`config.mk`:
```
export PLATFORM = sky130hd
export DESIGN_NAME = calc_top
export DESIGN_NICKNAME = d
export VERILOG_FILES = /design/src/source/calc_pkg.sv /design/src/source/keypad_scanner.sv /design/src/source/calc_controller.sv /design/src/source/digit_buffer.sv /design/src/source/display_scan.sv /design/src/source/calc_top.sv
export SDC_FILE = /design/constraint.sdc
export NUM_CORES = 1
export LEC_CHECK = 0
export BUFFER_PORTS_ARGS = -buffer_cell sky130_fd_sc_hd__buf_4
export CAP_MARGIN = 20
export CORE_MARGIN = 5
export CORE_UTILIZATION = 60
export CTS_CLUSTER_SIZE = 40
export DETAILED_ROUTE_END_ITERATION = 16
export PLACE_DENSITY = 0.78
export RECOVER_POWER = 100
export REMOVE_ABC_BUFFERS = 1
export SYNTH_ARGS = -nofsm -noshare
export SYNTH_HDL_FRONTEND = slang
export SYNTH_SLANG_ARGS = --single-unit
```
`constraint.sdc`:
```
create_clock -name clk -period 11.5 [get_ports clk]
set_input_delay 0 -clock clk [delete_from_list [all_inputs] [get_ports clk]]
set_output_delay 0 -clock clk [all_outputs]
set_load 0.005 [all_outputs]
```
`src/source/calc_pkg.sv`:
```
`default_nettype none

package calc_pkg;

    typedef logic [3:0]        digit_t;
    typedef logic signed [15:0] operand_t;
    typedef logic [1:0]        buf_addr_t;
    typedef logic [3:0]        key_idx_t;   // row * 4 + column

    // operator codes as seen on key_out
    typedef enum logic [2:0] {
        op_none = 3'b000,
        op_neg  = 3'b001,
        op_add  = 3'b010,
        op_sub  = 3'b011,
        op_mul  = 3'b100
    } op_t;

    typedef struct packed {
        logic      we;
        buf_addr_t addr;
        digit_t    data;
    } buf_write_t;

    typedef struct packed {
        logic      req;
        buf_addr_t addr;
    } buf_read_t;

    typedef struct packed {
        digit_t keypad_input;
        op_t    operator_input;
        logic   equal_input;
    } key_out_t;

    // keypad positions that do not carry a digit
    localparam key_idx_t key_add   = 4'h3;
    localparam key_idx_t key_sub   = 4'h7;
    localparam key_idx_t key_mul   = 4'hB;
    localparam key_idx_t key_eq    = 4'hC;
    localparam key_idx_t key_zero  = 4'hD;
    localparam key_idx_t key_blank = 4'hE;   // unlabelled key, never offered
    localparam key_idx_t key_neg   = 4'hF;

    // active-low segments, bit order g f e d c b a
    function automatic logic [6:0] seg7_encode(input digit_t d);
        logic [6:0] on;
        case (d)
            4'd0:    on = 7'h3F;
            4'd1:    on = 7'h06;
            4'd2:    on = 7'h5B;
            4'd3:    on = 7'h4F;
            4'd4:    on = 7'h66;
            4'd5:    on = 7'h6D;
            4'd6:    on = 7'h7D;
            4'd7:    on = 7'h07;
            4'd8:    on = 7'h7F;
            4'd9:    on = 7'h6F;
            default: on = 7'h40;   // dash for anything else
        endcase
        return ~on;
    endfunction

endpackage

`default_nettype wire

```
`src/source/keypad_scanner.sv`:
```
`default_nettype none

module keypad_scanner import calc_pkg::*; #(
    parameter int debounce_cycles = 500000,
    parameter int scan_cycles     = 50000
) (
    input  logic       clk,
    input  logic       nRST,
    input  logic [3:0] row_in,     // pulled up, low when pressed
    output logic [3:0] col_out,    // one column driven low
    output logic       read_input,
    input  logic       key_read,
    output key_out_t   key_out
);

    localparam int db_w   = $clog2(debounce_cycles + 1);
    localparam int scan_w = $clog2(scan_cycles + 1);
    localparam logic [db_w-1:0]   db_last   = db_w'(debounce_cycles - 1);
    localparam logic [scan_w-1:0] scan_last = scan_w'(scan_cycles - 1);

    typedef enum logic [2:0] {
        idle,
        scan_col,
        wait_stable,
        confirm,
        wait_release
    } scan_state_t;

    scan_state_t       state;
    logic [1:0]        col_index;
    logic [scan_w-1:0] scan_timer;
    logic [db_w-1:0]   debounce_cnt;
    logic              key_valid;
    logic              stable_done;
    key_idx_t          key_idx;

    // lowest pressed row wins if several are down
    function automatic key_idx_t encode_key(input logic [3:0] rows, input logic [1:0] col);
        key_idx_t idx;
        idx = key_blank;
        for (int r = 3; r >= 0; r--) begin
            if (!rows[r])
                idx = {2'(r), col};
        end
        return idx;
    endfunction

    function automatic key_out_t decode_key(input key_idx_t idx);
        key_out_t k;
        k = '0;
        case (idx)
            4'h0:     k.keypad_input = 4'd1;
            4'h1:     k.keypad_input = 4'd2;
            4'h2:     k.keypad_input = 4'd3;
            4'h4:     k.keypad_input = 4'd4;
            4'h5:     k.keypad_input = 4'd5;
            4'h6:     k.keypad_input = 4'd6;
            4'h8:     k.keypad_input = 4'd7;
            4'h9:     k.keypad_input = 4'd8;
            4'hA:     k.keypad_input = 4'd9;
            key_zero: k.keypad_input = 4'd0;
            key_add:  k.operator_input = op_add;
            key_sub:  k.operator_input = op_sub;
            key_mul:  k.operator_input = op_mul;
            key_neg:  k.operator_input = op_neg;
            key_eq:   k.equal_input = 1'b1;
            default:  k = '0;
        endcase
        return k;
    endfunction

    assign key_valid   = ~&row_in;
    assign col_out     = ~(4'b0001 << col_index);
    assign stable_done = (state == wait_stable) && key_valid && (debounce_cnt == db_last);

    always_ff @(posedge clk or negedge nRST) begin
        if (!nRST) begin
            state        <= idle;
            col_index    <= '0;
            scan_timer   <= '0;
            debounce_cnt <= '0;
            read_input   <= 1'b0;
        end else begin
            case (state)
                idle: begin
                    scan_timer <= '0;
                    state      <= scan_col;
                end
                scan_col: begin
                    if (key_valid) begin
                        debounce_cnt <= '0;
                        state        <= wait_stable;
                    end else if (scan_timer == scan_last) begin
                        scan_timer <= '0;
                        col_index  <= col_index + 2'd1;
                    end else begin
                        scan_timer <= scan_timer + 1'b1;
                    end
                end
                wait_stable: begin
                    if (!key_valid)
                        state <= scan_col;     // bounce, back to scanning
                    else if (stable_done)
                        state <= confirm;
                    else
                        debounce_cnt <= debounce_cnt + 1'b1;
                end
                confirm: begin
                    read_input <= (key_idx != key_blank);
                    state      <= wait_release;
                end
                wait_release: begin
                    if (read_input) begin
                        if (key_read)
                            read_input <= 1'b0;
                    end else if (!key_valid) begin
                        state <= idle;         // all rows high again
                    end
                end
                default: state <= idle;
            endcase
        end
    end

    // key payload, only sampled while its state qualifies it
    always_ff @(posedge clk) begin
        if (stable_done)
            key_idx <= encode_key(row_in, col_index);
        if (state == confirm)
            key_out <= decode_key(key_idx);
    end

endmodule

`default_nettype wire

```
`src/source/calc_controller.sv`:
```
`default_nettype none

module calc_controller import calc_pkg::*; (
    input  logic       clk,
    input  logic       nRST,
    input  logic       read_input,
    input  key_out_t   key_in,
    output logic       key_read,
    output buf_write_t buf_wr,
    output operand_t   result,
    output logic       result_valid,
    output logic       error_flag
);

    typedef enum logic [1:0] {
        ph_first,
        ph_second,
        ph_done
    } phase_t;

    phase_t    phase;
    operand_t  opa;
    operand_t  opb;
    logic      neg_a;
    logic      neg_b;
    op_t       op_latched;
    logic      fresh;          // next digit starts a new operand
    logic      take;
    logic      is_digit;
    operand_t  cur;
    operand_t  cur_next;
    digit_t    shadow [4];     // copy of what the buffer should hold
    logic      wr_busy;
    logic      wr_gap;
    buf_addr_t wr_cnt;

    function automatic operand_t apply_op(input op_t op, input operand_t a, input operand_t b);
        logic signed [31:0] prod;
        prod = a * b;
        case (op)
            op_add:  apply_op = a + b;
            op_sub:  apply_op = a - b;
            op_mul:  apply_op = prod[15:0];   // wraps to 16 bits
            default: apply_op = a;
        endcase
    endfunction

    assign take     = read_input && !key_read;
    assign is_digit = !key_in.equal_input && (key_in.operator_input == op_none);
    assign cur      = (phase == ph_second) ? opb : opa;
    assign cur_next = cur * 16'sd10 + $signed({12'd0, key_in.keypad_input});

    always_ff @(posedge clk or negedge nRST) begin
        if (!nRST) begin
            key_read     <= 1'b0;
            result_valid <= 1'b0;
            error_flag   <= 1'b0;
            result       <= '0;
            buf_wr       <= '0;
            phase        <= ph_first;
            opa          <= '0;
            opb          <= '0;
            neg_a        <= 1'b0;
            neg_b        <= 1'b0;
            op_latched   <= op_none;
            fresh        <= 1'b1;
            wr_busy      <= 1'b0;
            wr_gap       <= 1'b0;
            wr_cnt       <= '0;
        end else begin
            key_read     <= take;
            result_valid <= 1'b0;
            buf_wr.we    <= 1'b0;

            // rest of the echo burst, one idle cycle between writes
            if (wr_busy) begin
                if (wr_gap) begin
                    wr_gap <= 1'b0;
                end else begin
                    buf_wr <= '{we: 1'b1, addr: wr_cnt, data: shadow[wr_cnt]};
                    wr_gap <= 1'b1;
                    wr_cnt <= wr_cnt + 2'd1;
                    if (wr_cnt == 2'd3)
                        wr_busy <= 1'b0;
                end
            end

            if (take && is_digit) begin
                if (phase == ph_second)
                    opb <= cur_next;
                else
                    opa <= cur_next;
                if (phase == ph_done)
                    phase <= ph_first;
                fresh      <= 1'b0;
                error_flag <= 1'b0;
                buf_wr     <= '{we: 1'b1, addr: 2'd0, data: key_in.keypad_input};
                wr_busy    <= 1'b1;
                wr_gap     <= 1'b1;
                wr_cnt     <= 2'd1;
            end else if (take && key_in.operator_input == op_neg) begin
                if (phase == ph_second)
                    neg_b <= !neg_b;
                else
                    neg_a <= !neg_a;
                if (phase == ph_done)
                    phase <= ph_first;
            end else if (take && !key_in.equal_input && phase != ph_done) begin
                op_latched <= key_in.operator_input;   // add, sub or mul
                if (phase == ph_first) begin
                    opb   <= '0;
                    neg_b <= 1'b0;
                    fresh <= 1'b1;
                    phase <= ph_second;
                end
            end

            // equals acts while key_read is up, key_in still stable
            if (key_read && key_in.equal_input) begin
                if (op_latched == op_none) begin
                    error_flag <= 1'b1;
                end else begin
                    result       <= apply_op(op_latched, neg_a ? -opa : opa,
                                             neg_b ? -opb : opb);
                    result_valid <= 1'b1;
                    opa          <= '0;
                    opb          <= '0;
                    neg_a        <= 1'b0;
                    neg_b        <= 1'b0;
                    op_latched   <= op_none;
                    fresh        <= 1'b1;
                    phase        <= ph_done;
                end
            end
        end
    end

    // newest digit at position 0, older ones move up
    always_ff @(posedge clk) begin
        if (take && is_digit) begin
            shadow[0] <= key_in.keypad_input;
            for (int i = 1; i < 4; i++)
                shadow[i] <= fresh ? digit_t'(0) : shadow[i-1];
        end
    end

endmodule

`default_nettype wire

```
`src/source/digit_buffer.sv`:
```
`default_nettype none

module digit_buffer import calc_pkg::*; (
    input  logic       clk,
    input  logic       nRST,
    input  buf_write_t wr,        // controller port, always wins
    input  buf_read_t  rd,        // display port
    output logic       rd_grant,
    output digit_t     rd_data
);

    digit_t mem [4];

    // fixed priority, the read waits out any write cycle
    assign rd_grant = rd.req && !wr.we;

    always_ff @(posedge clk or negedge nRST) begin
        if (!nRST) begin
            for (int i = 0; i < 4; i++)
                mem[i] <= '0;
        end else if (wr.we) begin
            mem[wr.addr] <= wr.data;
        end
    end

    // data follows the grant by one cycle
    always_ff @(posedge clk) begin
        if (rd_grant)
            rd_data <= mem[rd.addr];
    end

endmodule

`default_nettype wire

```
`src/source/display_scan.sv`:
```
`default_nettype none

module display_scan import calc_pkg::*; #(
    parameter int refresh_cycles = 50000
) (
    input  logic       clk,
    input  logic       nRST,
    output buf_read_t  rd,
    input  logic       rd_grant,
    input  digit_t     rd_data,
    output logic [3:0] anode,     // active low
    output logic [6:0] seg        // active low
);

    localparam int rf_w = $clog2(refresh_cycles + 1);
    localparam logic [rf_w-1:0] rf_last = rf_w'(refresh_cycles - 1);

    logic [rf_w-1:0] timer;
    buf_addr_t       next_pos;
    logic            data_due;    // rd_data valid this cycle

    always_ff @(posedge clk or negedge nRST) begin
        if (!nRST) begin
            timer    <= '0;
            next_pos <= '0;
            rd       <= '0;
            data_due <= 1'b0;
            anode    <= 4'b1111;
            seg      <= 7'h7F;
        end else begin
            data_due <= rd_grant;
            if (rd.req) begin
                if (rd_grant)
                    rd.req <= 1'b0;                 // hold until granted
            end else if (!data_due) begin
                if (timer == rf_last) begin
                    timer    <= '0;
                    rd       <= '{req: 1'b1, addr: next_pos};
                    next_pos <= next_pos + 2'd1;
                end else begin
                    timer <= timer + 1'b1;
                end
            end
            if (data_due) begin
                anode <= ~(4'b0001 << rd.addr);     // addr still held from request
                seg   <= seg7_encode(rd_data);
            end
        end
    end

endmodule

`default_nettype wire

```
`src/source/calc_top.sv`:
```
`default_nettype none

module calc_top import calc_pkg::*; #(
    parameter int debounce_cycles = 500000,
    parameter int scan_cycles     = 50000,
    parameter int refresh_cycles  = 50000
) (
    input  logic       clk,
    input  logic       nRST,
    input  logic [3:0] row_in,
    output logic [3:0] col_out,
    output logic [3:0] anode,
    output logic [6:0] seg,
    output operand_t   result,
    output logic       result_valid,
    output logic       error_flag
);

    logic       read_input;
    logic       key_read;
    key_out_t   key;
    buf_write_t buf_wr;
    buf_read_t  buf_rd;
    logic       rd_grant;
    digit_t     rd_data;

    keypad_scanner #(
        .debounce_cycles(debounce_cycles),
        .scan_cycles    (scan_cycles)
    ) scanner0 (
        .clk       (clk),
        .nRST      (nRST),
        .row_in    (row_in),
        .col_out   (col_out),
        .read_input(read_input),
        .key_read  (key_read),
        .key_out   (key)
    );

    calc_controller ctrl0 (
        .clk         (clk),
        .nRST        (nRST),
        .read_input  (read_input),
        .key_in      (key),
        .key_read    (key_read),
        .buf_wr      (buf_wr),
        .result      (result),
        .result_valid(result_valid),
        .error_flag  (error_flag)
    );

    digit_buffer buf0 (
        .clk     (clk),
        .nRST    (nRST),
        .wr      (buf_wr),
        .rd      (buf_rd),
        .rd_grant(rd_grant),
        .rd_data (rd_data)
    );

    display_scan #(
        .refresh_cycles(refresh_cycles)
    ) disp0 (
        .clk     (clk),
        .nRST    (nRST),
        .rd      (buf_rd),
        .rd_grant(rd_grant),
        .rd_data (rd_data),
        .anode   (anode),
        .seg     (seg)
    );

endmodule

`default_nettype wire

```
==> flow_summary_export.csv <==
group,metric,value,unit
run_status,status,"complete, but fails checks",
run_status,violations,"max-capacitance violations, max-slew violations",
power,p_leak,7.712,nW
floorplan,die_area,29400,sq um
routing,ant_nets,0,
cells_and_area,areaGrowthSynthToFinish,8.061,%
cells_and_area,final_common_cell,"nand2_1",
yosys,synth_cell_types,68,
timing,tns,0,ns
clocking,cts_tree,"yes",
global_route,grtUsageTotal,25.52,%
clocking,cts-root-buf,"clkbuf_16",
clocking,cts_setup_buffers,0,
routing,dr.pass1.iters,8,
clocking,clk_pin_slew,0.10,ns
yosys,yosys.area.top_type_share,23.67,%
critical_path,critPathCaptureType,"register",
power,peakVddDrop,0.1577,mV
yosys,synthSimpleGateAreaFrac,17.83,%
global_route,grt_pass1_vias,12300,
yosys,synth_edf_count,32,
yosys,synth_compound_area_share,10.64,%
timing,report.final.slew_viol_count,175,
placement,dpl.hpwl,27270,um
yosys,ys_ff_latch,199,
placement,io_buffer_count,38,
floorplan,io_pins,39,
yosys,syn_area_per_cell,9.043,sq um
yosys,synth.cell_area,15650,sq um
clocking,cts_buffers,17,
yosys,synthXorXnorAreaFrac,9.349,%
routing,wl_per_cell,17.29,um
placement,placed_cells,2055,
timing,post-route-period-util,73.22,%
global_route,grt_pass1_wl,60510,um
floorplan,die_y,171.5,um
cells_and_area,finalNonFillerCells,2094,
floorplan,start_util,60.55,%
yosys,synth_area_leaders,"dfrtp_1, fa_1, ha_1, edfxtp_1, nand2_1",
critical_path,cp_common_cell,"xnor2_1",
clocking,cts_max_level,4,
yosys,async_flop_share,80.40,%
power,powerDensity,267.4,nW/um^2
worst_hold_path,hold_class,"in -> reg",
global_route,grt-ovfl-total,0,
routing,vias,12170,
yosys,yosys.area.top_type,"dfrtp_1",
yosys,yosys_warnings,0,
clocking,cts.sinks,199,
global_route,antenna_found_initial,0,
timing,slew_headroom,-201.5,%
floorplan,die_w,171.5,um
critical_path,crit_type,"reg -> reg",
global_route,grt_max_degree,84,
cells_and_area,layout_common_cells,"nand2_1, nor2_1, inv_1, dfrtp_1, ha_1",
critical_path,crit_family,"adder cells",
timing,rsz0062_at_grt,"no",
critical_path,critical_path_peak_fanout,13,
timing,max_freq,118.8,MHz
cells_and_area,diodes,0,
routing,drt_wl_total,36210,um
critical_path,cp.arrival,8.76,ns
clocking,cts_buffer_depth,2,
cells_and_area,drive_gt1_share,6.708,%
clocking,worstSkewPairLatency,0.46,ns
yosys,synth_cells,1730,
cells_and_area,nets,1953,
critical_path,cp_slowest_cell,"xor2_1",
yosys,synth_top_family_by_area,"adder cells",
floorplan,core-area,25840,sq um
timing,min_period,8.420,ns
yosys,synth_flop_cell,"dfrtp_1",
critical_path,start_kind,"register",
critical_path,slowest_delay,0.77,ns
yosys,synth-adder-area-share,20.01,%
critical_path,worst-path-buf-inv,4,
clocking,cts_resized,0,
timing,setup_viol,0,
yosys,synth_mux_area_share,3.351,%
yosys,synth_seq_area_share,32.73,%
cells_and_area,fillCellCount,2032,
floorplan,num_rows,59,
timing,skew,0.02138,ns
timing,holdWs,0.08568,ns
timing,finalHoldViolCount,0,
critical_path,critPathRequiredTime,11.84,ns
routing,drt_iter0_drc,1010,
placement,routabilityCongestion,0.9520,
routing,drc_errors,0,
flow_run,maxCapViolCount,3,
routing,via_per_inst,5.811,
timing,worstMarginPinSlew,4.522,ns
worst reg2reg max path, stage by stage (launching register included):
cell and delay (ns):
dfrtp_1 0.65, clkinv_1 0.46, ha_1 0.36, nand2b_1 0.15, xor2_1 0.77, clkinv_1 0.66, nand2_1 0.26, fa_1 0.41
inv_1 0.07, ha_1 0.24, fa_1 0.51, fa_1 0.55, inv_1 0.06, fa_1 0.50, fa_1 0.45, xnor2_1 0.15
xnor2_1 0.20, xnor2_1 0.16, xnor2_1 0.16, xnor3_1 0.34, xnor2_1 0.20, xnor2_1 0.16, xnor3_1 0.35, xnor2_1 0.14
a221oi_1 0.25, a21oi_1 0.11
cells by family after synthesis:
family,count (synthesis)
flops,199
compound gates,263
xor+xnor,159
mux,40
fa+ha+maj,201
simple gates,616
buf+inv,252
worst paths after layout:
| path | start | endpoint | slack [ns] | cells after the start |
|---|---|---|---|---|
| worst max-delay path | ctrl0.opa[0] | ctrl0.result[15] | 3.08 | 25 |
| worst min-delay path | row_in[2] | scanner0.key_idx[0] | 0.09 | 3 |
| min in group asynchronous | nRST | disp0.next_pos[1] | 1.70 | 2 |
| worst min register to register | register | disp0.seg[2] | 0.36 | 1 |
| max in group asynchronous | nRST | scanner0.scan_timer[14] | 4.45 | 4 |
| worst max register to register | ctrl0.opa[0] | ctrl0.result[15] | 3.08 | 25 |
stage by stage:
step	instance area, sq um	total power (W)	worst slack (ns)	util (%)
floorplan	15410	0.003082	4.239	-
global placement	16210	0.003708	3.396	62.72
detailed placement	16220	0.003799	3.253	62.77
CTS	16940	0.004494	3.182	65.56
global route	16910	0.004855	2.620	65.43
finish	16910	0.004522	3.080	65.43
power by group:
group / switching, W / internal [W] / total (W)
Combinational: 0.00168 / 0.00113 / 0.00281
Clock: 0.000357 / 0.000313 / 0.000670
Sequential: 0.000185 / 0.000855 / 0.00104
Total: 0.00222 / 0.00230 / 0.00452
registers in the layout, summed over array words and instances (netlist names), 3 cells and up, named ones only:
register / cells
ctrl0.result: 16
ctrl0.buf_wr: 7
scanner0.scan_timer: 16
ctrl0.opb: 16
scanner0.key_idx: 4
disp0.seg: 7
disp0.rd: 3
ctrl0.op_latched: 3
ctrl0.opa: 16
scanner0.state: 3
disp0.anode: 4
disp0.timer: 16
buf0.rd_data: 4
scanner0.debounce_cnt: 19
scanner0.key_out: 8
ctrl0.shadow: 16
buf0.mem: 16
routing by layer:
layer	GRT usage, %	share of wire [%]	routed length [um]
met5	0	0	0
met4	10.09	3.2	1151
met3	3.769	4.9	1774
met2	41.33	48	17500
met1	34.87	44	15780
cells in the mapped netlist (32+ instances only):
library cell / n
ha_1: 119
edfxtp_1: 32
o21ai_0: 77
xnor2_1: 98
nand3_1: 39
xor2_1: 55
nor2_1: 184
a21oi_1: 63
fa_1: 82
inv_1: 183
nand2_1: 231
clkbuf_1: 51
dfrtp_1: 148
cell type report:
class	count	area [sq um]	share of cell area (%)
timing repair buffer	58	424.2	2.509
tap	335	419.2	2.479
clock inverter	15	236.5	1.399
multi-input combinational	1279	9564	56.57
sequential	199	5120	30.28
inverter	191	716.9	4.241
clock buffer	17	425.4	2.516
repair_timing:
item	CTS	global route
endpoints found under the hold margin	76	0
setup endpoints to repair	0	0
hold buffers	6	0
Power figures use the tool's default switching activity.
